$ cat src/common/icache_consts.svh
`ifndef ICACHE_CONSTS_SVH
`define ICACHE_CONSTS_SVH

// Cache geometry
`define ICACHE_NUM_SETS      8
`define ICACHE_NUM_WAYS      4
`define ICACHE_BLOCK_WORDS   4
`define ICACHE_WORD_BITS     32

// Field widths of a fetch address
`define ICACHE_INDEX_BITS    $clog2(`ICACHE_NUM_SETS)
`define ICACHE_WAY_BITS      $clog2(`ICACHE_NUM_WAYS)
`define ICACHE_WORDSEL_BITS  $clog2(`ICACHE_BLOCK_WORDS)
`define ICACHE_BYTE_BITS     2
`define ICACHE_TAG_BITS      (32 - `ICACHE_INDEX_BITS - `ICACHE_WORDSEL_BITS - `ICACHE_BYTE_BITS)

`endif

$ cat src/common/icache_pkg.sv
`include "icache_consts.svh"

package icache_pkg;

    typedef logic [`ICACHE_TAG_BITS-1:0]     tag_t;
    typedef logic [`ICACHE_INDEX_BITS-1:0]   index_t;
    typedef logic [`ICACHE_WAY_BITS-1:0]     way_t;
    typedef logic [`ICACHE_WORDSEL_BITS-1:0] word_sel_t;

    // One full cache line with word 0 in the low bits
    typedef logic [`ICACHE_BLOCK_WORDS-1:0][`ICACHE_WORD_BITS-1:0] line_t;

    // Fetch address split into its cache fields
    typedef struct packed {
        tag_t                         tag;
        index_t                       index;
        word_sel_t                    word_sel;
        logic [`ICACHE_BYTE_BITS-1:0] byte_off;
    } addr_fields_t;

endpackage

$ cat src/icache/icache_arrays.sv
`timescale 1ns/10ps
`include "icache_consts.svh"

module icache_arrays import icache_pkg::*; (
    input  logic                         Clk,
    input  logic                         rst_n,
    input  index_t                       lookup_index,
    input  tag_t                         lookup_tag,
    input  word_sel_t                    lookup_word_sel,
    output logic                         lookup_hit,
    output logic [`ICACHE_WORD_BITS-1:0] lookup_word,
    output logic [`ICACHE_NUM_WAYS-1:0]  set_valid,
    input  logic                         wr_en,
    input  index_t                       wr_index,
    input  way_t                         wr_way,
    input  tag_t                         wr_tag,
    input  line_t                        wr_line
);

    logic [`ICACHE_NUM_SETS-1:0][`ICACHE_NUM_WAYS-1:0] valid_q;
    tag_t  tag_mem  [`ICACHE_NUM_SETS][`ICACHE_NUM_WAYS];
    line_t data_mem [`ICACHE_NUM_SETS][`ICACHE_NUM_WAYS];

    logic [`ICACHE_NUM_WAYS-1:0] way_match;

    always_ff @(posedge Clk) begin
        if (!rst_n) begin
            valid_q <= '0;
        end else if (wr_en) begin
            valid_q[wr_index][wr_way] <= 1'b1;
        end
    end

    always_ff @(posedge Clk) begin
        if (wr_en) begin
            tag_mem[wr_index][wr_way]  <= wr_tag;
            data_mem[wr_index][wr_way] <= wr_line;
        end
    end

    // All ways of the set compared at once
    always_comb begin
        for (int w = 0; w < `ICACHE_NUM_WAYS; w++) begin
            way_match[w] = valid_q[lookup_index][w] &&
                           (tag_mem[lookup_index][w] == lookup_tag);
        end
    end

    always_comb begin
        lookup_word = '0;
        for (int w = 0; w < `ICACHE_NUM_WAYS; w++) begin
            if (way_match[w]) begin
                lookup_word = data_mem[lookup_index][w][lookup_word_sel];
            end
        end
    end

    assign lookup_hit = |way_match;
    assign set_valid  = valid_q[lookup_index];

endmodule

$ cat config.mk
export PLATFORM = sky130hd
export DESIGN_NAME = icache_arrays
export DESIGN_NICKNAME = d
export VERILOG_FILES = /design/src/common/icache_pkg.sv /design/src/icache/icache_arrays.sv
export VERILOG_INCLUDE_DIRS = /design/src /design/src/common
export SDC_FILE = /design/constraint.sdc
export NUM_CORES = 2
export LEC_CHECK = 0
export ABC_CLOCK_PERIOD_IN_PS = 11200
export BUFFER_PORTS_ARGS = -buffer_cell sky130_fd_sc_hd__buf_2
export CAP_MARGIN = 20
export CORE_UTILIZATION = 30
export CTS_CLUSTER_SIZE = 25
export DETAILED_ROUTE_END_ITERATION = 8
export GPL_TIMING_DRIVEN = 0
export HOLD_SLACK_MARGIN = 0.15
export PLACE_DENSITY = 0.55
export SETUP_SLACK_MARGIN = 0.4
export SLEW_MARGIN = 20
export SYNTH_ARGS = -nofsm -noshare
export SYNTH_HDL_FRONTEND = slang
export SYNTH_MEMORY_MAX_BITS = 65536
export SYNTH_SLANG_ARGS = --single-unit
$ cat constraint.sdc
create_clock -name Clk -period 11.2 [get_ports Clk]
set_input_delay 0.56 -clock Clk [delete_from_list [all_inputs] [get_ports Clk]]
set_output_delay 0.56 -clock Clk [all_outputs]
set_load 0.02 [all_outputs]
==> metrics.txt <==
Yosys warning count 0; largest net degree at the start of global routing 33; cell family with most CP delay buffers and inverters; EDFF count, synth 4,896; clk_lat worst skew 1060 ps; Cell Chain, Critical Path buf_4 -> buf_2 -> buf_2 -> buf_2 -> buf_2 -> mux2i_1 -> xnor2_1 -> nor4_1 -> nand4_1 -> o22ai_4 -> buf_16 -> buf_4 -> a221oi_1 -> a311oi_1 -> buf_2; initial antenna violation count 97; Total Neg Setup Slack 0 ps; PnR Total Power 38.7 mW; die area 630,000 µm²; clk_skew 0 ps; P_leak 69.5 nW; Max Root-Sink Buffers 4; outcome finished clean; Post-Syn Area 188,000 µm²; Final Hold Fails 0; post-layout min period 8310 ps; std cell rows 290; GR Util met1 24.1%; WL final 582,000 µm; Num CTS Buffers 469; ratio of cells with drive above 1 in the final layout 35.2%; M3 GR Usage 3.99%; Max transition margin 16.4%; final slew viol count 0; max cap viols 0; vias per std cell 5.24; boundary pin count 228; Buf+Inv Stages, Crit Path 8; Yosys cell types 47; sequential element share of the synthesized area 78.5%; first-pass GRT wire length 786,000 µm; # nets final 8,818; TritonCTS clock tree built; worst min-delay path class in2reg; Power Dens Cells 172 nW/µm²; remaining antenna violation count after routing 0; HPWL Detailed 401,000 µm; root buf cell clkbuf_16; cell mode on critical path buf_2; highest clock rate 0.120 GHz; synth top area cells edfxtp_1, mux4_2, mux2i_1; number of port buffers 222; # clock sinks 4,928; Synth Area per Inst 25.3 µm²; cell taking the most area after synthesis edfxtp_1; Max rail drop VDD 165 µV; Slowest cell on crit path nand4_1; WP data required 10,640 ps; Worst setup EP type primary output; FILL cells 56,300; Initial Util 30.1%; worst-margin pin slew 1240 ps; post-CTS setup buffer count 0; period utilization 74.2%; Synth top area share 78.2%; endpoints failing setup 0; GR Util met2 29.4%; Setup CP Type in2out; crit path DAT 7750 ps; Main synth FF type edfxtp_1; CTS Hold Buffers Added 154; gate count of the mapped netlist 7,419; #FFs+latches synth 4,928; Worst Min Path Start wr_index[0]; crit path from lookup_index[1]; number of gates resized after CTS 0; commonest non-fill, non-tap cells in the layout edfxtp_1, mux4_2, clkbuf_16; Synth Net Count 7,610; synthesis-to-finish area growth 19.5%; clk slew on worst S/H paths 70 ps; Die Height 794 µm; drc violations 0; number of global-route vias before repair 91,400; total grt overflow 0; drt pass-1 iters 5; routed len/inst 33.5 µm; initial DRC count 11,800; htree depth 5; gpl congestion 0.769; CP Launch Type input pin; Async S/R FF share, synth 0%; gr usage total 18.0%; max incr delay on CP 830 ps; most used routing layer met2; CORE AREA 624,000 µm²; most common cell after layout, fill and taps aside edfxtp_1; via count 91,100; RR Startpoint valid_q[23]; largest fanout on the critical path 10; RSZ-0062 raised after global routing false; die extent in x 794 µm
[logic make-up (layout without fill, tap and decap cells)]
logic type                count (synthesis)  in the layout  share of synthesized area (%)
DFF                                    4928           4928                           78.5
other                                     0             38                              0
xor gates and xnor gates                 91             91                          0.424
muxes                                  1693           1693                           18.8
and+or+nand+nor                         154            154                          0.457
AOI/OAI and AO/OA                       166            166                          0.703
buffers and inverters                   387           1995                           1.05
[layer usage]
layer / part of all wire, % / vias up
met5: 0.035 / -
met1: 39 / 50200
met3: 9.7 / 915
met2: 48 / 4973
li1: - / 35000
met4: 3.3 / 30
[worst paths after layout]
| path | end | slack [ps] | cells past startpoint |
|---|---|---|---|
| setup / recovery | lookup_word[17] | 2890 | 15 |
| hold / removal | tag_mem[4][42] | 310 | 3 |
| setup reg to reg | valid_q[23] | 10590 | 1 |
| hold reg to reg | valid_q[25] | 460 | 1 |
[report_power, final]
| group | switching (mW) | total, mW | internal (mW) |
|---|---|---|---|
| combinational | 1.37 | 2.23 | 0.856 |
| clock | 6.98 | 16.0 | 8.99 |
| sequential | 0.0475 | 20.5 | 20.5 |
| total | 8.40 | 38.7 | 30.3 |
[registers in the layout, indices dropped and copies added (netlist names)]
name	flops
data_mem	4096
tag_mem	800
valid_q	32
[layout make-up]
cell class,instances,area (µm²),area share [%]
sequential,4928,148000,65.7
buffer,387,2100,0.933
timing repair buffer,737,10500,4.65
tap,8322,10400,4.63
multi-input combinational,2104,38700,17.2
clock buffer,563,12200,5.44
clock inverter,308,3060,1.36
antenna,38,95.1,0.0423
[Yosys cell counts, drive strengths merged, types with 31 or more instances]
library cell,n
clkbuf,110
a221oi,32
edfxtp,4896
dfxtp,32
a311oi,32
nor2,39
xor2,43
xnor2,48
nor2b,36
a211oi,31
mux4,1468
o21a,32
mux2,75
mux2i,150
buf,277
[through the flow]
step,worst slack [ps],util [%],hold WS [ps],area [µm²],std cells
floorplan,2930,-,435,188000,7419
global placement,-7470,32.0,442,200000,16000
detailed placement,2860,33.3,453,208000,16300
CTS,2850,36.0,233,225000,17300
global route,2890,36.0,286,225000,17400
finish,2890,36.0,309,225000,17400
(Power assumes the default switching activity.)
