<file path="src/common/icache_consts.svh">
`ifndef ICACHE_CONSTS_SVH
`define ICACHE_CONSTS_SVH

// Cache geometry
`define ICACHE_NUM_SETS      8
`define ICACHE_NUM_WAYS      4
`define ICACHE_BLOCK_WORDS   4
`define ICACHE_WORD_BITS     32

// Field widths of a fetch address
`define ICACHE_INDEX_BITS    $clog2(`ICACHE_NUM_SETS)
`define ICACHE_WAY_BITS      $clog2(`ICACHE_NUM_WAYS)
`define ICACHE_WORDSEL_BITS  $clog2(`ICACHE_BLOCK_WORDS)
`define ICACHE_BYTE_BITS     2
`define ICACHE_TAG_BITS      (32 - `ICACHE_INDEX_BITS - `ICACHE_WORDSEL_BITS - `ICACHE_BYTE_BITS)

`endif

</file>
<file path="src/common/icache_pkg.sv">
`include "icache_consts.svh"

package icache_pkg;

    typedef logic [`ICACHE_TAG_BITS-1:0]     tag_t;
    typedef logic [`ICACHE_INDEX_BITS-1:0]   index_t;
    typedef logic [`ICACHE_WAY_BITS-1:0]     way_t;
    typedef logic [`ICACHE_WORDSEL_BITS-1:0] word_sel_t;

    // One full cache line with word 0 in the low bits
    typedef logic [`ICACHE_BLOCK_WORDS-1:0][`ICACHE_WORD_BITS-1:0] line_t;

    // Fetch address split into its cache fields
    typedef struct packed {
        tag_t                         tag;
        index_t                       index;
        word_sel_t                    word_sel;
        logic [`ICACHE_BYTE_BITS-1:0] byte_off;
    } addr_fields_t;

endpackage

</file>
<file path="src/common/refill_if.sv">
`timescale 1ns/10ps
`include "icache_consts.svh"

interface refill_if import icache_pkg::*; ();

    logic                         start;      // One-cycle pulse while the engine idles
    addr_fields_t                 line_addr;  // Full miss address
    logic                         done;       // One-cycle pulse
    line_t                        line_data;
    logic [`ICACHE_WORD_BITS-1:0] crit_word;  // Word the core asked for

    modport ctrl (
        output start,
        output line_addr,
        input  done,
        input  line_data,
        input  crit_word
    );

    modport engine (
        input  start,
        input  line_addr,
        output done,
        output line_data,
        output crit_word
    );

endinterface

</file>
<file path="src/icache/icache_refill.sv">
`timescale 1ns/10ps
`include "icache_consts.svh"

module icache_refill import icache_pkg::*; (
    input  logic                         Clk,
    input  logic                         rst_n,
    refill_if.engine                     refill,
    output logic [31:0]                  mem_read_address,
    output logic                         mem_read_request,
    input  logic [`ICACHE_WORD_BITS-1:0] mem_data_in,
    input  logic                         mem_data_ready
);

    localparam word_sel_t LAST_WORD = word_sel_t'(`ICACHE_BLOCK_WORDS - 1);

    addr_fields_t req_q;
    addr_fields_t line_base;
    word_sel_t    cnt_q;
    line_t        buf_q;
    logic         done_q;
    logic         take_word;

    assign take_word = mem_read_request && mem_data_ready;

    always_ff @(posedge Clk) begin
        if (!rst_n) begin
            mem_read_request <= 1'b0;
            cnt_q            <= '0;
            done_q           <= 1'b0;
        end else begin
            done_q <= 1'b0;
            if (refill.start) begin
                mem_read_request <= 1'b1;
                cnt_q            <= '0;
            end else if (take_word) begin
                cnt_q <= cnt_q + 1'b1;
                if (cnt_q == LAST_WORD) begin
                    mem_read_request <= 1'b0;  // Drops with the last word
                    done_q           <= 1'b1;
                end
            end
        end
    end

    always_ff @(posedge Clk) begin
        if (refill.start) req_q <= refill.line_addr;
        if (take_word) buf_q[cnt_q] <= mem_data_in;
    end

    // Line aligned request
    always_comb begin
        line_base          = req_q;
        line_base.word_sel = '0;
        line_base.byte_off = '0;
    end

    assign mem_read_address = line_base;
    assign refill.done      = done_q;
    assign refill.line_data = buf_q;
    assign refill.crit_word = buf_q[req_q.word_sel];

endmodule

</file>
<file path="src/flat_wrapper.sv">
// flat-port wrapper written by rule: the top's interface ports become plain ports
module icache_refill_flat import icache_pkg::*;
  (Clk, rst_n, mem_read_address, mem_read_request, mem_data_in, mem_data_ready, refill_start, refill_line_addr, refill_done, refill_line_data, refill_crit_word);
  refill_if refill_i ();
  input  logic Clk;
  input  logic rst_n;
  output logic [31:0] mem_read_address;
  output logic mem_read_request;
  input  logic [`ICACHE_WORD_BITS-1:0] mem_data_in;
  input  logic mem_data_ready;
  input wire logic [$bits(refill_i.start)-1:0] refill_start;
  input wire logic [$bits(refill_i.line_addr)-1:0] refill_line_addr;
  output wire logic [$bits(refill_i.done)-1:0] refill_done;
  output wire logic [$bits(refill_i.line_data)-1:0] refill_line_data;
  output wire logic [$bits(refill_i.crit_word)-1:0] refill_crit_word;
  assign refill_i.start = refill_start;
  assign refill_i.line_addr = refill_line_addr;
  assign refill_done = refill_i.done;
  assign refill_line_data = refill_i.line_data;
  assign refill_crit_word = refill_i.crit_word;
  icache_refill u_core (.Clk(Clk), .rst_n(rst_n), .refill(refill_i), .mem_read_address(mem_read_address), .mem_read_request(mem_read_request), .mem_data_in(mem_data_in), .mem_data_ready(mem_data_ready));
endmodule
</file>
<file path="config.mk">
export PLATFORM = sky130hd
export DESIGN_NAME = icache_refill_flat
export DESIGN_NICKNAME = d
export VERILOG_FILES = /design/src/common/icache_pkg.sv /design/src/common/refill_if.sv /design/src/icache/icache_refill.sv /design/src/flat_wrapper.sv
export VERILOG_INCLUDE_DIRS = /design/src /design/src/common
export SDC_FILE = /design/constraint.sdc
export NUM_CORES = 1
export LEC_CHECK = 0
export BUFFER_PORTS_ARGS = -buffer_cell sky130_fd_sc_hd__buf_2
export CAP_MARGIN = 15
export CORE_MARGIN = 1
export CORE_UTILIZATION = 45
export DETAILED_ROUTE_END_ITERATION = 8
export GPL_TIMING_DRIVEN = 0
export MAX_ROUTING_LAYER = met4
export PLACE_DENSITY = 0.76
export SLEW_MARGIN = 10
export SYNTH_ARGS = -nofsm -noshare
export SYNTH_HDL_FRONTEND = slang
export SYNTH_SLANG_ARGS = --single-unit
</file>
<file path="constraint.sdc">
create_clock -name Clk -period 5.1 [get_ports Clk]
set_clock_uncertainty 0.05 [all_clocks]
set_input_delay 1.02 -clock Clk [delete_from_list [all_inputs] [get_ports Clk]]
set_output_delay 1.02 -clock Clk [all_outputs]
set_load 0.01 [all_outputs]
</file>
==> impl_metrics.json, run 1 <==
{
  "status": "complete, no violations",
  "die_h_um": 118,
  "path_buf_inv": 3,
  "synth_cell_types": 21,
  "area_growth_pct": 36.8,
  "power_density_nw_per_um2": 374,
  "p_leak_nw": 3.33,
  "synth.cell_area_um2": 6040,
  "num_vias": 3533,
  "multi_input_area_um2": 888,
  "critPathCaptureType": "primary output",
  "cts_tree": "done",
  "antenna_left": 0,
  "crit_path_cell_trace": "buf_6 -> buf_12 -> mux4_2 -> buf_2",
  "rsz0062_at_grt": "no",
  "startpoint_type": "flip-flop",
  "max_cap_viol_count": 0,
  "min_period_over_period_pct": 55.1,
  "criticalPathCategory": "flip-flop to primary output",
  "gr-usage-all-layers_pct": 20.4,
  "nNetsFinal": 607,
  "most-common-layout-cells": "257 x buf_2, 158 x edfxtp_1, 32 x buf_4",
  "ios": 262,
  "grt_pass1_wl_mm": 20.0,
  "worstPathMaxFanout": 10,
  "power_mw": 3.09,
  "critPathTopFamily": "multiplexers",
  "dieArea_um2": 13900,
  "die_w_um": 118,
  "register_area_um2": 4820,
  "initial_core_util_pct": 46.9,
  "rows": 41,
  "dp_slack_ns": 2.55,
  "cp_data_arrival_time_ns": 1.74,
  "fmax_mhz": 356,
  "synth-xor-area-share_pct": 0,
  "ys_seq_area_share_pct": 79.9,
  "synth_top_family_by_area": "multiplexers",
  "tightest_slew_ns": 0.825,
  "cts_setup_buffers": 0,
  "slew_headroom_pct": 44.9,
  "cts_buffers": 17,
  "layout-drive-gt1-share_pct": 66.0,
  "vias_per_cell": 4.91,
  "cts_resized": 0,
  "synthMuxAreaShare_pct": 12.1,
  "htreeDepth": 4,
  "cts-root-buf": "clkbuf_16",
  "critPathMaxStageDelay_ns": 0.51,
  "hpwlAfterDp_mm": 9.65,
  "place_congestion": 0.763,
  "crit_path_top_delay_cell": "mux4_2",
  "path_clk_slew_ns": 0.06,
  "wl_per_cell_um": 18.5,
  "r2r_setup_slack_ns": 3.35,
  "hold_viol": 0,
  "postRouteWirelength_mm": 13.4,
  "io_buffers": 254,
  "antenna_found_initial": 1,
  "cts_sinks": 162,
  "slew_violations": 0,
  "final.setup.tns_ns": 0,
  "cts_hold_buf": 0,
  "globalRouteOverflowTotal": 0,
  "fill_cells": 934,
  "cts_buffer_depth": 2,
  "ir_drop_mv": 0.199,
  "grt_pass1_vias": 3626,
  "fin_util_pct": 64.2,
  "drt-pass1-iter-count": 4,
  "yosysWarnings": 0,
  "synthAdderAreaFrac_pct": 0.829,
  "worst_slack_ns": 2.29,
  "synthSimpleGateAreaFrac_pct": 0.767,
  "cp.required_ns": 4.03,
  "synth_compound_area_share_pct": 0.746,
  "clock_latency_ns": 0.41,
  "fin_crit_ns": 2.81,
  "final_common_cell": "buf_2",
  "syn_area_per_cell_um2": 23.6,
  "drt_iter0_drc": 227,
  "synth_cells": 256,
  "finalSetupViolations": 0,
  "ys_ff_latch": 162,
  "drc": 0,
  "min_path_type": "flip-flop to flip-flop",
  "core_region_area_um2": 12900,
  "grt_max_degree": 33
}
## routing by layer
metal | global-route usage [%] | wire length [um] | up-vias | share of wire (%)
met5 | - | 0 | - | 0
met4 | 6.89 | 174 | 0 | 1.3
met3 | 6.35 | 962 | 18 | 7.2
met2 | 34.4 | 7060 | 181 | 53
met1 | 23.0 | 5150 | 1757 | 39
li1 | - | - | 1577 | -
## cell type report
type / count / share of cell area [%]
Tap cell: 172 / 2.61
Inverter: 3 / 0.136
Antenna cell: 1 / 0.0303
Buffer: 40 / 4.00
Clock buffer: 17 / 5.15
Clock inverter: 14 / 2.53
Multi-Input combinational cell: 54 / 10.8
Sequential cell: 162 / 58.4
Timing Repair Buffer: 257 / 16.4
## worst reg2reg max path: stages, from the launching register on
cell,delay (ns)
dfxtp_1,0.38
ha_1,0.19
nand3_1,0.11
inv_2,0.63
## synth_stat cells
master,instances,area (um2)
and3_1,3,18.8
ha_1,4,50.1
a21bo_2,2,20.0
nand3b_1,1,7.51
edfxtp_1,158,4740
clkbuf_1,1,3.75
conb_1,1,3.75
buf_6,1,11.3
buf_4,32,240
a21oi_1,2,10.0
mux4_2,30,676
mux4_1,2,52.6
a21boi_0,1,7.51
nor2_1,1,3.75
buf_2,3,15.0
nand3_1,2,10.0
inv_1,3,11.3
o21a_1,1,7.51
buf_12,3,60.1
dfxtp_1,4,80.1
nand2b_1,1,6.26
## sequential cells by signal (all words and copies together), names as in the netlist
signal                   cells
u_core.refill.line_data    128
u_core.mem_read_address     28
u_core.cnt_q                 2
u_core.req_q                 2
u_core.mem_read_request      1
u_core.refill.done           1
## worst paths after layout
path                            depth (start not counted)                            to                     from
worst max-delay path                                    4          refill_crit_word[14]          u_core.req_q[2]
worst max register to register                          3  u_core.refill.line_data[102]          u_core.cnt_q[0]
worst min-delay path                                    2               u_core.cnt_q[1]  u_core.mem_read_request
worst min register to register                          2               u_core.cnt_q[1]  u_core.mem_read_request
## cells by family (layout without fill, tap and decap cells)
family                   count (synthesis)  count (layout)
flip-flops                             162             162
buffers and inverters                   43             331
multiplexers                            32              32
AND/OR/NAND/NOR                          8               8
AO/OA/AOI/OAI                            6               6
adder cells (fa/ha/maj)                  4               4
other                                    1               5
## power breakdown
part | internal [mW] | total [mW] | switching, mW
registers | 1.50 | 1.51 | 0.0126
clock network | 0.864 | 1.35 | 0.483
logic | 0.121 | 0.230 | 0.109
total | 2.48 | 3.09 | 0.605
## stage by stage
step / instance area, um2 / hold WS, ns / std cells
after floorplan: 6050 / 0.517 / 259
after global placement: 7540 / 0.519 / 685
after detailed placement: 7620 / 0.548 / 688
after CTS: 8260 / 0.562 / 719
after global routing: 8260 / 0.589 / 720
final: 8260 / 0.554 / 720
Note: power is estimated with default switching activity, not from simulation.
==> run 2: changes to the inputs <==
--- a/config.mk
+++ b/config.mk
@@ -6,6 +6,7 @@
 export SDC_FILE = /design/constraint.sdc
 export NUM_CORES = 1
 export LEC_CHECK = 0
+export ABC_AREA = 1
 export BUFFER_PORTS_ARGS = -buffer_cell sky130_fd_sc_hd__buf_2
 export CAP_MARGIN = 15
 export CORE_MARGIN = 1
@@ -13,7 +14,7 @@
 export DETAILED_ROUTE_END_ITERATION = 8
 export GPL_TIMING_DRIVEN = 0
 export MAX_ROUTING_LAYER = met4
-export PLACE_DENSITY = 0.76
+export PLACE_DENSITY = 0.75
 export SLEW_MARGIN = 10
 export SYNTH_ARGS = -nofsm -noshare
 export SYNTH_HDL_FRONTEND = slang
==> constraint.sdc (replaced) <==
create_clock -name Clk -period 2.8 [get_ports Clk]
set_clock_uncertainty 0.05 [all_clocks]
set_input_delay 0.56 -clock Clk [delete_from_list [all_inputs] [get_ports Clk]]
set_output_delay 0.56 -clock Clk [all_outputs]
set_load 0.01 [all_outputs]
==> run 2 against run 1 <==
  * Critical path depth is 1 higher
  * Clock power up 70%
  * Largest power group unchanged
  * Via count rose by 40%
  * Utilization is 2.8 points lower
  * Final cell count is 45% higher
  * Sequential share of layout area shrank 4.3 points
==> impl_metrics.json, run 2 <==
{
  "clock_latency_ns": 0.42,
  "num_vias": 4944,
  "synthTopCellsByCount": "158 x edfxtp_1, 129 x nand2_1, 73 x inv_1, 73 x nor2_1, 35 x buf_4",
  "synth_largest_area_cell": "edfxtp_1",
  "pwr-share-comb_pct": 9.9,
  "min_path_type": "input pin to flip-flop",
  "ios": 262,
  "fmax_mhz": 399,
  "p_clk_share_pct": 41.0,
  "yosysTopAreaCellShare_pct": 71.0,
  "crit_path_top_delay_cell": "clkbuf_1",
  "rows": 44,
  "gr-usage-all-layers_pct": 22.2,
  "rsz0062_at_grt": "no",
  "ys.flop_type": "edfxtp_1",
  "slew_headroom_pct": 54.0,
  "drc": 0,
  "cp_data_arrival_time_ns": 1.90,
  "swShare_pct": 21.8,
  "layout-drive-gt1-share_pct": 40.8,
  "ir_drop_mv": 0.320,
  "vias_per_cell": 4.74,
  "dp_slack_ns": 0.667,
  "power_density_nw_per_um2": 629,
  "worstPathMaxFanout": 10,
  "tightest_slew_ns": 0.690,
  "cts_sinks": 162,
  "path_buf_inv": 3,
  "die_w_um": 124,
  "core_region_area_um2": 14500,
  "path_clk_slew_ns": 0.06,
  "whs_ns": 0.265,
  "power_mw": 5.61,
  "cts_buffer_depth": 2,
  "async_flop_share_pct": 0,
  "ys_seq_area_share_pct": 72.2,
  "grt_pass1_wl_mm": 23.6,
  "fin_crit_ns": 2.51,
  "nNetsFinal": 917,
  "postRouteWirelength_mm": 16.9,
  "hpwlAfterDp_mm": 11.9,
  "cts_buffers": 17,
  "grt_max_degree": 33,
  "critPathTopFamily": "buffers and inverters",
  "criticalPathCategory": "flip-flop to primary output",
  "startpoint_type": "flip-flop",
  "dieArea_um2": 15300,
  "p_sw_mw": 1.22,
  "slew_violations": 0,
  "yosysMostFrequentCell": "edfxtp_1",
  "cp.required_ns": 2.19,
  "syn_area_per_cell_um2": 11.8,
  "cts_tree": "done",
  "synthTopCellsByArea": "edfxtp_1 71%, nand2_1 7.2%, inv_1 4.1%",
  "place_congestion": 0.800,
  "max_cap_viol_count": 0,
  "status": "complete, no violations",
  "dpl_cell_area_um2": 8320,
  "min_period_over_period_pct": 89.5,
  "final_area_um2": 8920,
  "final_common_cell": "buf_2",
  "die_h_um": 124,
  "grt_pass1_vias": 4512,
  "final.setup.tns_ns": 0,
  "htreeDepth": 4,
  "largest_reg_flops": 128,
  "ys_ff_latch": 162,
  "yosysWarnings": 0,
  "synth_edf_count": 158,
  "synth_cell_types": 19,
  "fin_util_pct": 61.4,
  "hold_viol": 0,
  "cts-root-buf": "clkbuf_16",
  "finalSetupViolations": 0,
  "most-common-layout-cells": "262 x buf_2, 158 x edfxtp_1, 129 x nand2_1",
  "stdcell_count": 1044,
  "place_inst": 1010,
  "crit_path_cell_trace": "inv_2 -> clkbuf_1 -> nand3_1 -> nand2_1 -> buf_2",
  "worst_slack_ns": 0.295,
  "critPathMaxStageDelay_ns": 0.52,
  "cts_hold_buf": 0,
  "drt_iter0_drc": 282,
  "critPathCaptureType": "primary output",
  "globalRouteOverflowTotal": 0,
  "p_leak_nw": 4.09,
  "cts_setup_buffers": 0,
  "antenna_left": 0,
  "synth.cell_area_um2": 6680,
  "drt-pass1-iter-count": 4,
  "power.internal_mw": 4.38,
  "area_growth_pct": 33.5,
  "synth_cells": 564,
  "p_seq_share_pct": 49.1,
  "antenna_found_initial": 2,
  "io_buffers": 255,
  "wl_per_cell_um": 16.2,
  "initial_core_util_pct": 46.0,
  "cts_resized": 0
}
-- run 2: changes by cell type after synthesis, moves of 4 or more --
cell and delta:
nand2_1 +129, nor2_1 +72, inv_1 +70, mux4_2 -30, nand3_1 +30, or2_1 +14
or2_2 +10, or2_0 +8, buf_6 +5, buf_2 +4
-- run 2: logic make-up after synthesis --
| family | share of synthesized area [%] |
|---|---|
| simple gates | 16.8 |
| fa+ha+maj | 0.749 |
| compound gates | 0.299 |
| flops | 72.2 |
| other cells | 0.0561 |
| buf+inv | 9.85 |
-- run 2: area by class of cell --
| cell class | count | area [um2] |
|---|---|---|
| clock buffers | 22 | 454 |
| clock inverters | 10 | 136 |
| fillers | 1173 | 5610 |
| diodes | 2 | 5.00 |
| multi-input cells | 279 | 1240 |
| plain buffers | 52 | 380 |
| well taps | 184 | 230 |
| flip-flops and latches | 162 | 4820 |
| repair buffers | 259 | 1370 |
| inverters | 74 | 278 |
-- run 2: final timing paths --
kind	slack, ns	start	to	depth (start not counted)
max	0.29	u_core.req_q[3]	refill_crit_word[14]	5
min	0.26	refill_line_addr[31]	u_core.mem_read_address[31]	1
max reg2reg	0.99	u_core.mem_read_request	u_core.refill.line_data[52]	3
min reg2reg	0.48	u_core.cnt_q[0]	u_core.cnt_q[0]	2
-- run 2: routing by layer --
metal	vias to the layer above	track usage [%]	share of wire, %
met3	23	6.32	8.5
met5	-	-	0
met2	268	37.6	50
met4	0	7.68	1.4
met1	2309	25.0	40
li1	2344	-	-
-- run 2: power by group through the flow --
stage                     sequential (mW)  combinational, mW  clock, mW
after floorplan                      2.81              0.286          0
after detailed placement             2.80              0.558          0
after CTS                            2.75              0.561       2.34
final                                2.75              0.555       2.30
after global routing                 2.76              0.610       2.44
after global placement               2.80              0.539          0
-- run 2: worst register-to-register path, cell delays in order, from the launching register on --
cell and delay [ns]:
dfxtp_1 0.35, nand2_1 0.27, nor2_4 0.57, buf_16 0.25
