[src/common/icache_consts.svh]
`ifndef ICACHE_CONSTS_SVH
`define ICACHE_CONSTS_SVH

// Cache geometry
`define ICACHE_NUM_SETS      8
`define ICACHE_NUM_WAYS      4
`define ICACHE_BLOCK_WORDS   4
`define ICACHE_WORD_BITS     32

// Field widths of a fetch address
`define ICACHE_INDEX_BITS    $clog2(`ICACHE_NUM_SETS)
`define ICACHE_WAY_BITS      $clog2(`ICACHE_NUM_WAYS)
`define ICACHE_WORDSEL_BITS  $clog2(`ICACHE_BLOCK_WORDS)
`define ICACHE_BYTE_BITS     2
`define ICACHE_TAG_BITS      (32 - `ICACHE_INDEX_BITS - `ICACHE_WORDSEL_BITS - `ICACHE_BYTE_BITS)

`endif

[src/common/icache_pkg.sv]
`include "icache_consts.svh"

package icache_pkg;

    typedef logic [`ICACHE_TAG_BITS-1:0]     tag_t;
    typedef logic [`ICACHE_INDEX_BITS-1:0]   index_t;
    typedef logic [`ICACHE_WAY_BITS-1:0]     way_t;
    typedef logic [`ICACHE_WORDSEL_BITS-1:0] word_sel_t;

    // One full cache line with word 0 in the low bits
    typedef logic [`ICACHE_BLOCK_WORDS-1:0][`ICACHE_WORD_BITS-1:0] line_t;

    // Fetch address split into its cache fields
    typedef struct packed {
        tag_t                         tag;
        index_t                       index;
        word_sel_t                    word_sel;
        logic [`ICACHE_BYTE_BITS-1:0] byte_off;
    } addr_fields_t;

endpackage

[src/common/refill_if.sv]
`timescale 1ns/10ps
`include "icache_consts.svh"

interface refill_if import icache_pkg::*; ();

    logic                         start;      // One-cycle pulse while the engine idles
    addr_fields_t                 line_addr;  // Full miss address
    logic                         done;       // One-cycle pulse
    line_t                        line_data;
    logic [`ICACHE_WORD_BITS-1:0] crit_word;  // Word the core asked for

    modport ctrl (
        output start,
        output line_addr,
        input  done,
        input  line_data,
        input  crit_word
    );

    modport engine (
        input  start,
        input  line_addr,
        output done,
        output line_data,
        output crit_word
    );

endinterface

[src/icache/icache_ctrl.sv]
`timescale 1ns/10ps
`include "icache_consts.svh"

module icache_ctrl import icache_pkg::*; (
    input  logic                         Clk,
    input  logic                         rst_n,
    input  logic                         read_enable,
    input  logic [31:0]                  read_address,
    output logic [`ICACHE_WORD_BITS-1:0] instruction,
    output logic                         ready,
    output logic                         busy,
    refill_if.ctrl                       refill,
    output index_t                       lookup_index,
    input  logic                         lookup_hit,
    input  logic [`ICACHE_WORD_BITS-1:0] lookup_word,
    input  logic [`ICACHE_NUM_WAYS-1:0]  set_valid,
    output logic                         wr_en,
    output index_t                       wr_index,
    output way_t                         wr_way,
    output tag_t                         wr_tag,
    output line_t                        wr_line,
    input  way_t                         victim_way
);

    typedef enum logic [1:0] {
        S_IDLE,
        S_LOOKUP,
        S_FILL
    } state_t;

    state_t                       state_q;
    addr_fields_t                 fetch_fields;
    addr_fields_t                 req_q;
    logic                         hit_q;
    logic [`ICACHE_WORD_BITS-1:0] hit_word_q;
    way_t                         way_q;
    logic                         set_full_q;
    logic                         start_q;
    logic                         accept;

    assign fetch_fields = read_address;
    assign accept       = read_enable && !busy && (state_q == S_IDLE);

    // Once accepted, the array keeps looking at the missed set
    assign lookup_index = (state_q == S_IDLE) ? fetch_fields.index : req_q.index;

    always_ff @(posedge Clk) begin
        if (!rst_n) begin
            state_q     <= S_IDLE;
            ready       <= 1'b0;
            busy        <= 1'b0;
            start_q     <= 1'b0;
            instruction <= '0;
        end else begin
            ready   <= 1'b0;
            start_q <= 1'b0;
            case (state_q)
                S_IDLE: begin
                    if (accept) state_q <= S_LOOKUP;
                end
                S_LOOKUP: begin
                    if (hit_q) begin
                        ready       <= 1'b1;
                        instruction <= hit_word_q;
                        state_q     <= S_IDLE;
                    end else begin
                        busy    <= 1'b1;
                        start_q <= 1'b1;
                        state_q <= S_FILL;
                    end
                end
                S_FILL: begin
                    if (refill.done) begin
                        ready       <= 1'b1;
                        busy        <= 1'b0;
                        instruction <= refill.crit_word;
                        state_q     <= S_IDLE;
                    end
                end
                default: state_q <= S_IDLE;
            endcase
        end
    end

    always_ff @(posedge Clk) begin
        if (accept) begin
            req_q      <= fetch_fields;
            hit_q      <= lookup_hit;
            hit_word_q <= lookup_word;
        end
        if (state_q == S_LOOKUP) begin
            way_q      <= victim_way;
            set_full_q <= &set_valid;
        end
    end

    assign refill.start     = start_q;
    assign refill.line_addr = req_q;

    // A full set takes the random way at install time
    assign wr_en    = (state_q == S_FILL) && refill.done;
    assign wr_index = req_q.index;
    assign wr_tag   = req_q.tag;
    assign wr_way   = set_full_q ? victim_way : way_q;
    assign wr_line  = refill.line_data;

endmodule

[src/flat_wrapper.sv]
// flat-port wrapper written by rule: the top's interface ports become plain ports
module icache_ctrl_flat import icache_pkg::*;
  (Clk, rst_n, read_enable, read_address, instruction, ready, busy, lookup_index, lookup_hit, lookup_word, set_valid, wr_en, wr_index, wr_way, wr_tag, wr_line, victim_way, refill_start, refill_line_addr, refill_done, refill_line_data, refill_crit_word);
  refill_if refill_i ();
  input  logic Clk;
  input  logic rst_n;
  input  logic read_enable;
  input  logic [31:0] read_address;
  output logic [`ICACHE_WORD_BITS-1:0] instruction;
  output logic ready;
  output logic busy;
  output index_t lookup_index;
  input  logic lookup_hit;
  input  logic [`ICACHE_WORD_BITS-1:0] lookup_word;
  input  logic [`ICACHE_NUM_WAYS-1:0] set_valid;
  output logic wr_en;
  output index_t wr_index;
  output way_t wr_way;
  output tag_t wr_tag;
  output line_t wr_line;
  input  way_t victim_way;
  output wire logic [$bits(refill_i.start)-1:0] refill_start;
  output wire logic [$bits(refill_i.line_addr)-1:0] refill_line_addr;
  input wire logic [$bits(refill_i.done)-1:0] refill_done;
  input wire logic [$bits(refill_i.line_data)-1:0] refill_line_data;
  input wire logic [$bits(refill_i.crit_word)-1:0] refill_crit_word;
  assign refill_start = refill_i.start;
  assign refill_line_addr = refill_i.line_addr;
  assign refill_i.done = refill_done;
  assign refill_i.line_data = refill_line_data;
  assign refill_i.crit_word = refill_crit_word;
  icache_ctrl u_core (.Clk(Clk), .rst_n(rst_n), .read_enable(read_enable), .read_address(read_address), .instruction(instruction), .ready(ready), .busy(busy), .refill(refill_i), .lookup_index(lookup_index), .lookup_hit(lookup_hit), .lookup_word(lookup_word), .set_valid(set_valid), .wr_en(wr_en), .wr_index(wr_index), .wr_way(wr_way), .wr_tag(wr_tag), .wr_line(wr_line), .victim_way(victim_way));
endmodule
[config.mk]
export PLATFORM = sky130hd
export DESIGN_NAME = icache_ctrl_flat
export DESIGN_NICKNAME = d
export VERILOG_FILES = /design/src/common/icache_pkg.sv /design/src/common/refill_if.sv /design/src/icache/icache_ctrl.sv /design/src/flat_wrapper.sv
export VERILOG_INCLUDE_DIRS = /design/src /design/src/common
export SDC_FILE = /design/constraint.sdc
export NUM_CORES = 1
export LEC_CHECK = 0
export ABC_AREA = 1
export BUFFER_PORTS_ARGS = -buffer_cell sky130_fd_sc_hd__buf_4
export CORE_AREA = 3 3 178 180
export CTS_CLUSTER_SIZE = 40
export DETAILED_ROUTE_END_ITERATION = 10
export DIE_AREA = 0 0 181 183
export PLACE_DENSITY = 0.54
export SLEW_MARGIN = 15
export SYNTH_ARGS = -nofsm -noshare
export SYNTH_HDL_FRONTEND = slang
export SYNTH_SLANG_ARGS = --single-unit
[constraint.sdc]
create_clock -name Clk -period 5.7 [get_ports Clk]
set_input_delay 0.57 -clock Clk [delete_from_list [all_inputs] [get_ports Clk]]
set_output_delay 0.57 -clock Clk [all_outputs]
set_load 0.02 [all_outputs]
==> impl_metrics.xml, run 1 <==
<?xml version="1.0" encoding="UTF-8"?>
<metrics>
  <group name="synthesis">
    <metric name="synthDominantCellAreaShare" unit="">0.374</metric>
    <metric name="syn_area_per_cell" unit="um2">9.26</metric>
    <metric name="synth.distinct_cells" unit="">20</metric>
    <metric name="postSynthRegisterBits" unit="">105</metric>
    <metric name="net_count_of_the_mapped_netlist" unit="">829</metric>
    <metric name="yosysTopAreaCell" unit="">edfxtp_1</metric>
    <metric name="syn-cell-area" unit="um2">5450</metric>
    <metric name="synth_top_cells_by_area" unit="">edfxtp_1 37%, buf_4 21%, dfxtp_1 14%, nand2_1 8.1%, inv_1 5.1%</metric>
    <metric name="yosysWarningCount" unit="">0</metric>
    <metric name="netlist_instances" unit="">589</metric>
    <metric name="sequential_share_of_the_synthesized_area" unit="">0.510</metric>
  </group>
  <group name="setup_path">
    <metric name="crit_path_frequent_cell" unit="">inv_1</metric>
    <metric name="critical_path.cell_chain" unit="">inv_1 -&gt; ha_1 -&gt; inv_1 -&gt; nor2_4 -&gt; buf_4</metric>
    <metric name="worst-setup-path-type" unit="">reg -&gt; reg</metric>
    <metric name="critPathMaxFanout" unit="">50</metric>
    <metric name="path_buf_inv" unit="">3</metric>
    <metric name="cpPeakStageDelay" unit="ps">640</metric>
    <metric name="critical_path_arrival" unit="ps">2360</metric>
    <metric name="required_worst_endpoint" unit="ps">5680</metric>
    <metric name="setup.worst_path.end_class" unit="">flip-flop</metric>
    <metric name="cpLargestDelayFamily" unit="">buffers and inverters</metric>
    <metric name="crit_path_top_delay_cell" unit="">buf_4</metric>
    <metric name="start_kind" unit="">flip-flop</metric>
  </group>
  <group name="clock_network">
    <metric name="htree_num_levels" unit="">3</metric>
    <metric name="cts_tree" unit="">done</metric>
    <metric name="insertion_delay" unit="ps">350</metric>
    <metric name="cts_setup_buffers" unit="">0</metric>
    <metric name="tritoncts_sinks" unit="">105</metric>
    <metric name="postCtsHoldBufs" unit="">0</metric>
    <metric name="cts_inserted_buffers" unit="">9</metric>
    <metric name="cts.reportedPaths.clkPinSlew" unit="ps">90</metric>
    <metric name="clk_path_buf_depth" unit="">2</metric>
    <metric name="postCtsResizedCells" unit="">0</metric>
    <metric name="cts_root_buf" unit="">clkbuf_16</metric>
  </group>
  <group name="global_route">
    <metric name="grt_pass1_vias" unit="">3708</metric>
    <metric name="grt-ovfl-total" unit="">0</metric>
    <metric name="grt_antenna_before_repair" unit="">0</metric>
    <metric name="maximum_number_of_pins_on_one_net_before_global_route_repair" unit="">65</metric>
    <metric name="global_route_wire_length_before_repair" unit="mm">28.6</metric>
    <metric name="track_usage" unit="">0.122</metric>
  </group>
  <group name="sta">
    <metric name="sum_of_negative_setup_slack" unit="ps">0</metric>
    <metric name="timing.fmax" unit="GHz">0.420</metric>
    <metric name="final_ws_setup" unit="ps">3320</metric>
    <metric name="drv_slew" unit="">0</metric>
    <metric name="min_period" unit="ps">2380</metric>
    <metric name="report.final.setup_viol" unit="">0</metric>
    <metric name="setup_repair_after_global_routing_missed_its_margin" unit="">false</metric>
    <metric name="final_count_of_hold_timing_violations" unit="">0</metric>
    <metric name="finClkSkew" unit="ps">9.41</metric>
    <metric name="timing.slew.headroom" unit="">0.379</metric>
    <metric name="period_share" unit="">0.418</metric>
    <metric name="tightestPinTransition" unit="ps">931</metric>
  </group>
  <group name="layout">
    <metric name="final_common_cell" unit="">buf_4</metric>
    <metric name="syn2layout_area_growth" unit="%">19.5</metric>
    <metric name="multi_input_area" unit="um2">1080</metric>
    <metric name="antenna_cells_inserted" unit="">0</metric>
    <metric name="fillers" unit="">3287</metric>
    <metric name="ff_latch_area" unit="um2">2780</metric>
    <metric name="final_design_area_no_fill" unit="um2">6520</metric>
    <metric name="drive_above_1_share" unit="">0.396</metric>
    <metric name="mostFrequentLayoutCells" unit="">209 x buf_4, 118 x nand2_1, 74 x inv_1, 68 x edfxtp_1, 46 x nor2_1</metric>
    <metric name="final_net_count" unit="">876</metric>
  </group>
  <group name="worst_hold_path">
    <metric name="hold_class" unit="">in -&gt; reg</metric>
  </group>
  <group name="routing">
    <metric name="wl_per_cell" unit="um">20.6</metric>
    <metric name="drt.antenna.violating_nets" unit="">0</metric>
    <metric name="route.detailed.vias_per_inst" unit="">3.49</metric>
    <metric name="drt_first_iter_violations" unit="">185</metric>
    <metric name="post-route-drc-count" unit="">0</metric>
    <metric name="firstDrtPassIters" unit="">4</metric>
    <metric name="routed_wire_length" unit="mm">21.4</metric>
    <metric name="via_count" unit="">3619</metric>
  </group>
  <group name="floorplan">
    <metric name="die_outline_area" unit="um2">33100</metric>
    <metric name="ioPinCount" unit="">464</metric>
    <metric name="placeableCoreArea" unit="um2">30300</metric>
    <metric name="floorplan.die.width" unit="um">181</metric>
    <metric name="initial_utilization" unit="">0.180</metric>
    <metric name="die-height" unit="um">183</metric>
    <metric name="core.rowCount" unit="">64</metric>
  </group>
  <group name="place">
    <metric name="port_buffers" unit="">207</metric>
    <metric name="post-dp-hpwl" unit="mm">17.9</metric>
    <metric name="place_worst_setup_slack" unit="ps">3300</metric>
    <metric name="standard_cell_area_after_detailed_placement" unit="um2">6200</metric>
    <metric name="gpl.final_weighted_congestion" unit="">0.803</metric>
  </group>
  <group name="run_status">
    <metric name="run_status" unit="">finished clean</metric>
  </group>
  <group name="power_and_ir_drop">
    <metric name="worst_ir_drop_vdd" unit="uV">163</metric>
    <metric name="p_leak" unit="uW">0.00296</metric>
    <metric name="pwr_density_cell" unit="nW/um2">313</metric>
  </group>
  <group name="flow_run">
    <metric name="number_of_maximum_capacitance_violations" unit="">0</metric>
  </group>
</metrics>
[layout make-up]
class | count | area share
clock inverter | 7 | 0.0131
timing repair buffer | 209 | 0.241
sequential | 105 | 0.427
tap | 396 | 0.0761
multi-input combinational | 236 | 0.165
inverter | 75 | 0.0432
clock buffer | 9 | 0.0346
[per-stage QoR]
step / power, uW / instances / hold slack, ps / utilization
2_1_floorplan: 1340 / 589 / 472 / -
3_3_place_gp: 1390 / 1021 / 478 / 0.204
3_5_place_dp: 1390 / 1021 / 491 / 0.204
4_1_cts: 2080 / 1037 / 364 / 0.215
5_1_grt: 2150 / 1037 / 364 / 0.215
6_report: 2040 / 1037 / 387 / 0.215
[synth_stat cells]
cell      number
buf_4        156
nand2_1      118
inv_1         74
edfxtp_1      68
nor2_1        47
dfxtp_1       37
o21ai_0       32
nor2_2        20
buf_6          7
ha_1           5
a21oi_1        4
buf_2          4
clkbuf_1       3
clkbuf_8       3
nand2_2        3
nand3_1        3
mux2_2         2
inv_2          1
nand3_4        1
nor3_1         1
[logic make-up (layout without fill, tap and decap cells)]
logic type | Yosys count | count (layout) | synth area share
buf+inv | 248 | 300 | 0.294
compound gates | 36 | 36 | 0.0330
mux | 2 | 2 | 0.00413
simple gates | 193 | 193 | 0.147
fa+ha+maj | 5 | 5 | 0.0115
flops | 105 | 105 | 0.510
[metal layers]
layer  wire length (um)  global-route usage
met5                  0                   0
met4                605              0.0454
met3               4280               0.107
met2              11200               0.225
met1               5360              0.0894
[final timing paths]
check                    startpoint                    end  slack (ps)  cells past startpoint
setup / recovery  u_core.state_q[0]       u_core.wr_tag[5]        3320                      5
hold reg to reg         u_core.busy            u_core.busy         490                      2
hold / removal      lookup_word[28]  u_core.hit_word_q[28]         390                      1
setup reg to reg  u_core.state_q[0]       u_core.wr_tag[5]        3320                      5
[state kept, by name (all words and copies together), names as in the netlist]
register,cells
u_core.hit_word_q,32
u_core.instruction,32
u_core.wr_tag,25
u_core.refill.line_addr,4
u_core.wr_index,3
u_core.state_q,2
u_core.way_q,2
u_core.busy,1
u_core.hit_q,1
u_core.ready,1
u_core.refill.start,1
u_core.set_full_q,1
[power breakdown]
group / leakage [uW] / total [uW] / internal, uW / switching (uW)
Clock: 0.000146 / 674 / 351 / 323
Sequential: 0.000953 / 933 / 895 / 37.6
Combinational: 0.00186 / 432 / 180 / 252
Total: 0.00296 / 2040 / 1430 / 613
No activity file was read; power rests on OpenSTA's default activity.
==> run 2, diff against run 1 <==
Settings changed: CORE_AREA 3 3 178 180 to 3 3 177 179, DIE_AREA 0 0 181 183 to 0 0 180 182, PLACE_DENSITY 0.54 to 0.56.
Clock period 5.7 ns to 2.1 ns, I/O delays scaled along.
==> impl_metrics.xml, run 2 (synthesis gave the netlist of run 1 again) <==
<?xml version="1.0" encoding="UTF-8"?>
<metrics>
  <group name="floorplan">
    <metric name="ioPinCount" unit="">464</metric>
    <metric name="placeableCoreArea" unit="um2">29700</metric>
    <metric name="die_outline_area" unit="um2">32800</metric>
    <metric name="initial_utilization" unit="">0.183</metric>
    <metric name="core.rowCount" unit="">63</metric>
    <metric name="die-height" unit="um">182</metric>
    <metric name="floorplan.die.width" unit="um">180</metric>
  </group>
  <group name="setup_path">
    <metric name="worstReg2RegStart" unit="">u_core.state_q[0]</metric>
    <metric name="setup.worst_path.end_class" unit="">primary output</metric>
    <metric name="worst-setup-path-type" unit="">reg -&gt; out</metric>
    <metric name="critPathMaxFanout" unit="">5</metric>
    <metric name="start_kind" unit="">flip-flop</metric>
    <metric name="required_worst_endpoint" unit="ps">1890</metric>
    <metric name="worst-r2r-setup-slack" unit="ps">400</metric>
    <metric name="critical_path_arrival" unit="ps">1530</metric>
    <metric name="number_of_cells_on_the_worst_reg_to_reg_path" unit="">8</metric>
    <metric name="r2r-end" unit="">u_core.instruction[13]</metric>
  </group>
  <group name="layout">
    <metric name="antenna_cells_inserted" unit="">0</metric>
    <metric name="multi_input_area" unit="um2">1080</metric>
    <metric name="final_net_count" unit="">888</metric>
    <metric name="drive_above_1_share" unit="">0.397</metric>
    <metric name="syn2layout_area_growth" unit="%">22.1</metric>
    <metric name="fillers" unit="">3241</metric>
    <metric name="mostFrequentLayoutCells" unit="">208 x buf_4, 118 x nand2_1, 74 x inv_1, 68 x edfxtp_1, 46 x nor2_1</metric>
    <metric name="final_common_cell" unit="">buf_4</metric>
    <metric name="ff_latch_area" unit="um2">2780</metric>
    <metric name="final_core_utilization" unit="">0.224</metric>
  </group>
  <group name="clock_network">
    <metric name="cts_inserted_buffers" unit="">9</metric>
    <metric name="insertion_delay" unit="ps">350</metric>
    <metric name="postCtsResizedCells" unit="">0</metric>
    <metric name="clk_path_buf_depth" unit="">2</metric>
    <metric name="tritoncts_sinks" unit="">105</metric>
    <metric name="cts_tree" unit="">done</metric>
    <metric name="htree_num_levels" unit="">3</metric>
    <metric name="cts.reportedPaths.clkPinSlew" unit="ps">90</metric>
    <metric name="cts_root_buf" unit="">clkbuf_16</metric>
  </group>
  <group name="place">
    <metric name="post-dp-hpwl" unit="mm">17.7</metric>
    <metric name="gpl.final_weighted_congestion" unit="">0.930</metric>
    <metric name="port_buffers" unit="">207</metric>
  </group>
  <group name="sta">
    <metric name="min_period" unit="ps">1740</metric>
    <metric name="final_count_of_hold_timing_violations" unit="">0</metric>
    <metric name="timing.slew.headroom" unit="">0.663</metric>
    <metric name="timing.fmax" unit="GHz">0.576</metric>
    <metric name="finClkSkew" unit="ps">15.4</metric>
    <metric name="period_share" unit="">0.826</metric>
    <metric name="tightestPinTransition" unit="ps">506</metric>
    <metric name="drv_slew" unit="">0</metric>
    <metric name="report.final.setup_viol" unit="">0</metric>
    <metric name="sum_of_negative_setup_slack" unit="ps">0</metric>
    <metric name="setup_repair_after_global_routing_missed_its_margin" unit="">false</metric>
  </group>
  <group name="flow_run">
    <metric name="number_of_maximum_capacitance_violations" unit="">0</metric>
  </group>
  <group name="global_route">
    <metric name="maximum_number_of_pins_on_one_net_before_global_route_repair" unit="">45</metric>
    <metric name="global_route_wire_length_before_repair" unit="mm">28.4</metric>
    <metric name="track_usage" unit="">0.122</metric>
    <metric name="grt-ovfl-total" unit="">0</metric>
    <metric name="grt_pass1_vias" unit="">3714</metric>
    <metric name="grt_antenna_before_repair" unit="">1</metric>
  </group>
  <group name="routing">
    <metric name="drt_first_iter_violations" unit="">143</metric>
    <metric name="routed_wire_length" unit="mm">21.0</metric>
    <metric name="m1WireLength" unit="mm">5.15</metric>
    <metric name="firstDrtPassIters" unit="">5</metric>
    <metric name="wl_per_cell" unit="um">20.1</metric>
    <metric name="post-route-drc-count" unit="">0</metric>
    <metric name="via_count" unit="">3649</metric>
    <metric name="drt.antenna.violating_nets" unit="">0</metric>
    <metric name="top_layer_used" unit="">met5</metric>
    <metric name="met3_layer_wire_length_in_the_routed_design" unit="mm">4.72</metric>
    <metric name="route.detailed.vias_per_inst" unit="">3.50</metric>
    <metric name="met2RoutedLength" unit="mm">10.5</metric>
  </group>
  <group name="worst_hold_path">
    <metric name="hold_class" unit="">in -&gt; reg</metric>
    <metric name="whs_endpoint" unit="">u_core.wr_tag[12]</metric>
    <metric name="min-delay-start" unit="">read_address[19]</metric>
    <metric name="holdPathStages" unit="">1</metric>
  </group>
  <group name="run_status">
    <metric name="run_status" unit="">finished clean</metric>
  </group>
  <group name="power_and_ir_drop">
    <metric name="worst_ir_drop_vdd" unit="uV">335</metric>
    <metric name="pwr_density_cell" unit="nW/um2">819</metric>
    <metric name="p_leak" unit="uW">0.00302</metric>
  </group>
</metrics>
## run 2: routing by layer
layer	up-vias	global-route usage
met4	2	0.0415
li1	1758	-
met3	26	0.127
met2	326	0.217
met1	1537	0.0854
met5	-	0
## run 2: worst max-delay path, cell delays in order (launching register included)
cell     delay, ps
dfxtp_1        390
inv_1          100
ha_2           240
inv_1          170
nand2_1         70
nand2_1         70
buf_4          140
## run 2: worst max path at each step
stage                            startpoint  depth (start not counted)  slack (ps)                     end
after global placement    u_core.state_q[0]                          8         470  u_core.instruction[11]
after global routing      u_core.state_q[0]                          8         240  u_core.instruction[17]
final                     u_core.state_q[0]                          6         360         lookup_index[2]
after detailed placement  u_core.state_q[0]                          8         410  u_core.instruction[13]
after CTS                 u_core.state_q[0]                          6         320         lookup_index[2]
after floorplan           u_core.state_q[0]                          4           1            u_core.hit_q
## run 2: final cells by class
class | count | area share
Sequential cell | 105 | 0.418
Timing Repair Buffer | 221 | 0.262
Multi-Input combinational cell | 236 | 0.162
Tap cell | 390 | 0.0733
Inverter | 75 | 0.0423
Clock buffer | 9 | 0.0338
Clock inverter | 7 | 0.00883
## run 2: stage by stage
step | hold WS, ps | cells | setup WS [ps] | power [uW] | instance area (um2)
final | 24.5 | 1043 | 364 | 5450 | 6660
after global routing | 0.108 | 1043 | 238 | 5770 | 6660
after CTS | 0.349 | 1040 | 321 | 5570 | 6630
after detailed placement | 389 | 1019 | 410 | 3810 | 6290
after global placement | 388 | 1019 | 474 | 3790 | 6290
after floorplan | 309 | 589 | 1.19 | 3620 | 5460
## run 2: repair_timing
action                                  4_1_cts  5_1_grt
endpoints found under the setup margin        0        0
endpoints found under the hold margin         5        3
buffers inserted                              0        0
hold buffers                                  5        3
## run 2: power breakdown
part | switching (uW) | internal, uW | total [uW]
Clock | 870 | 832 | 1700
Sequential | 102 | 2430 | 2530
Combinational | 692 | 527 | 1220
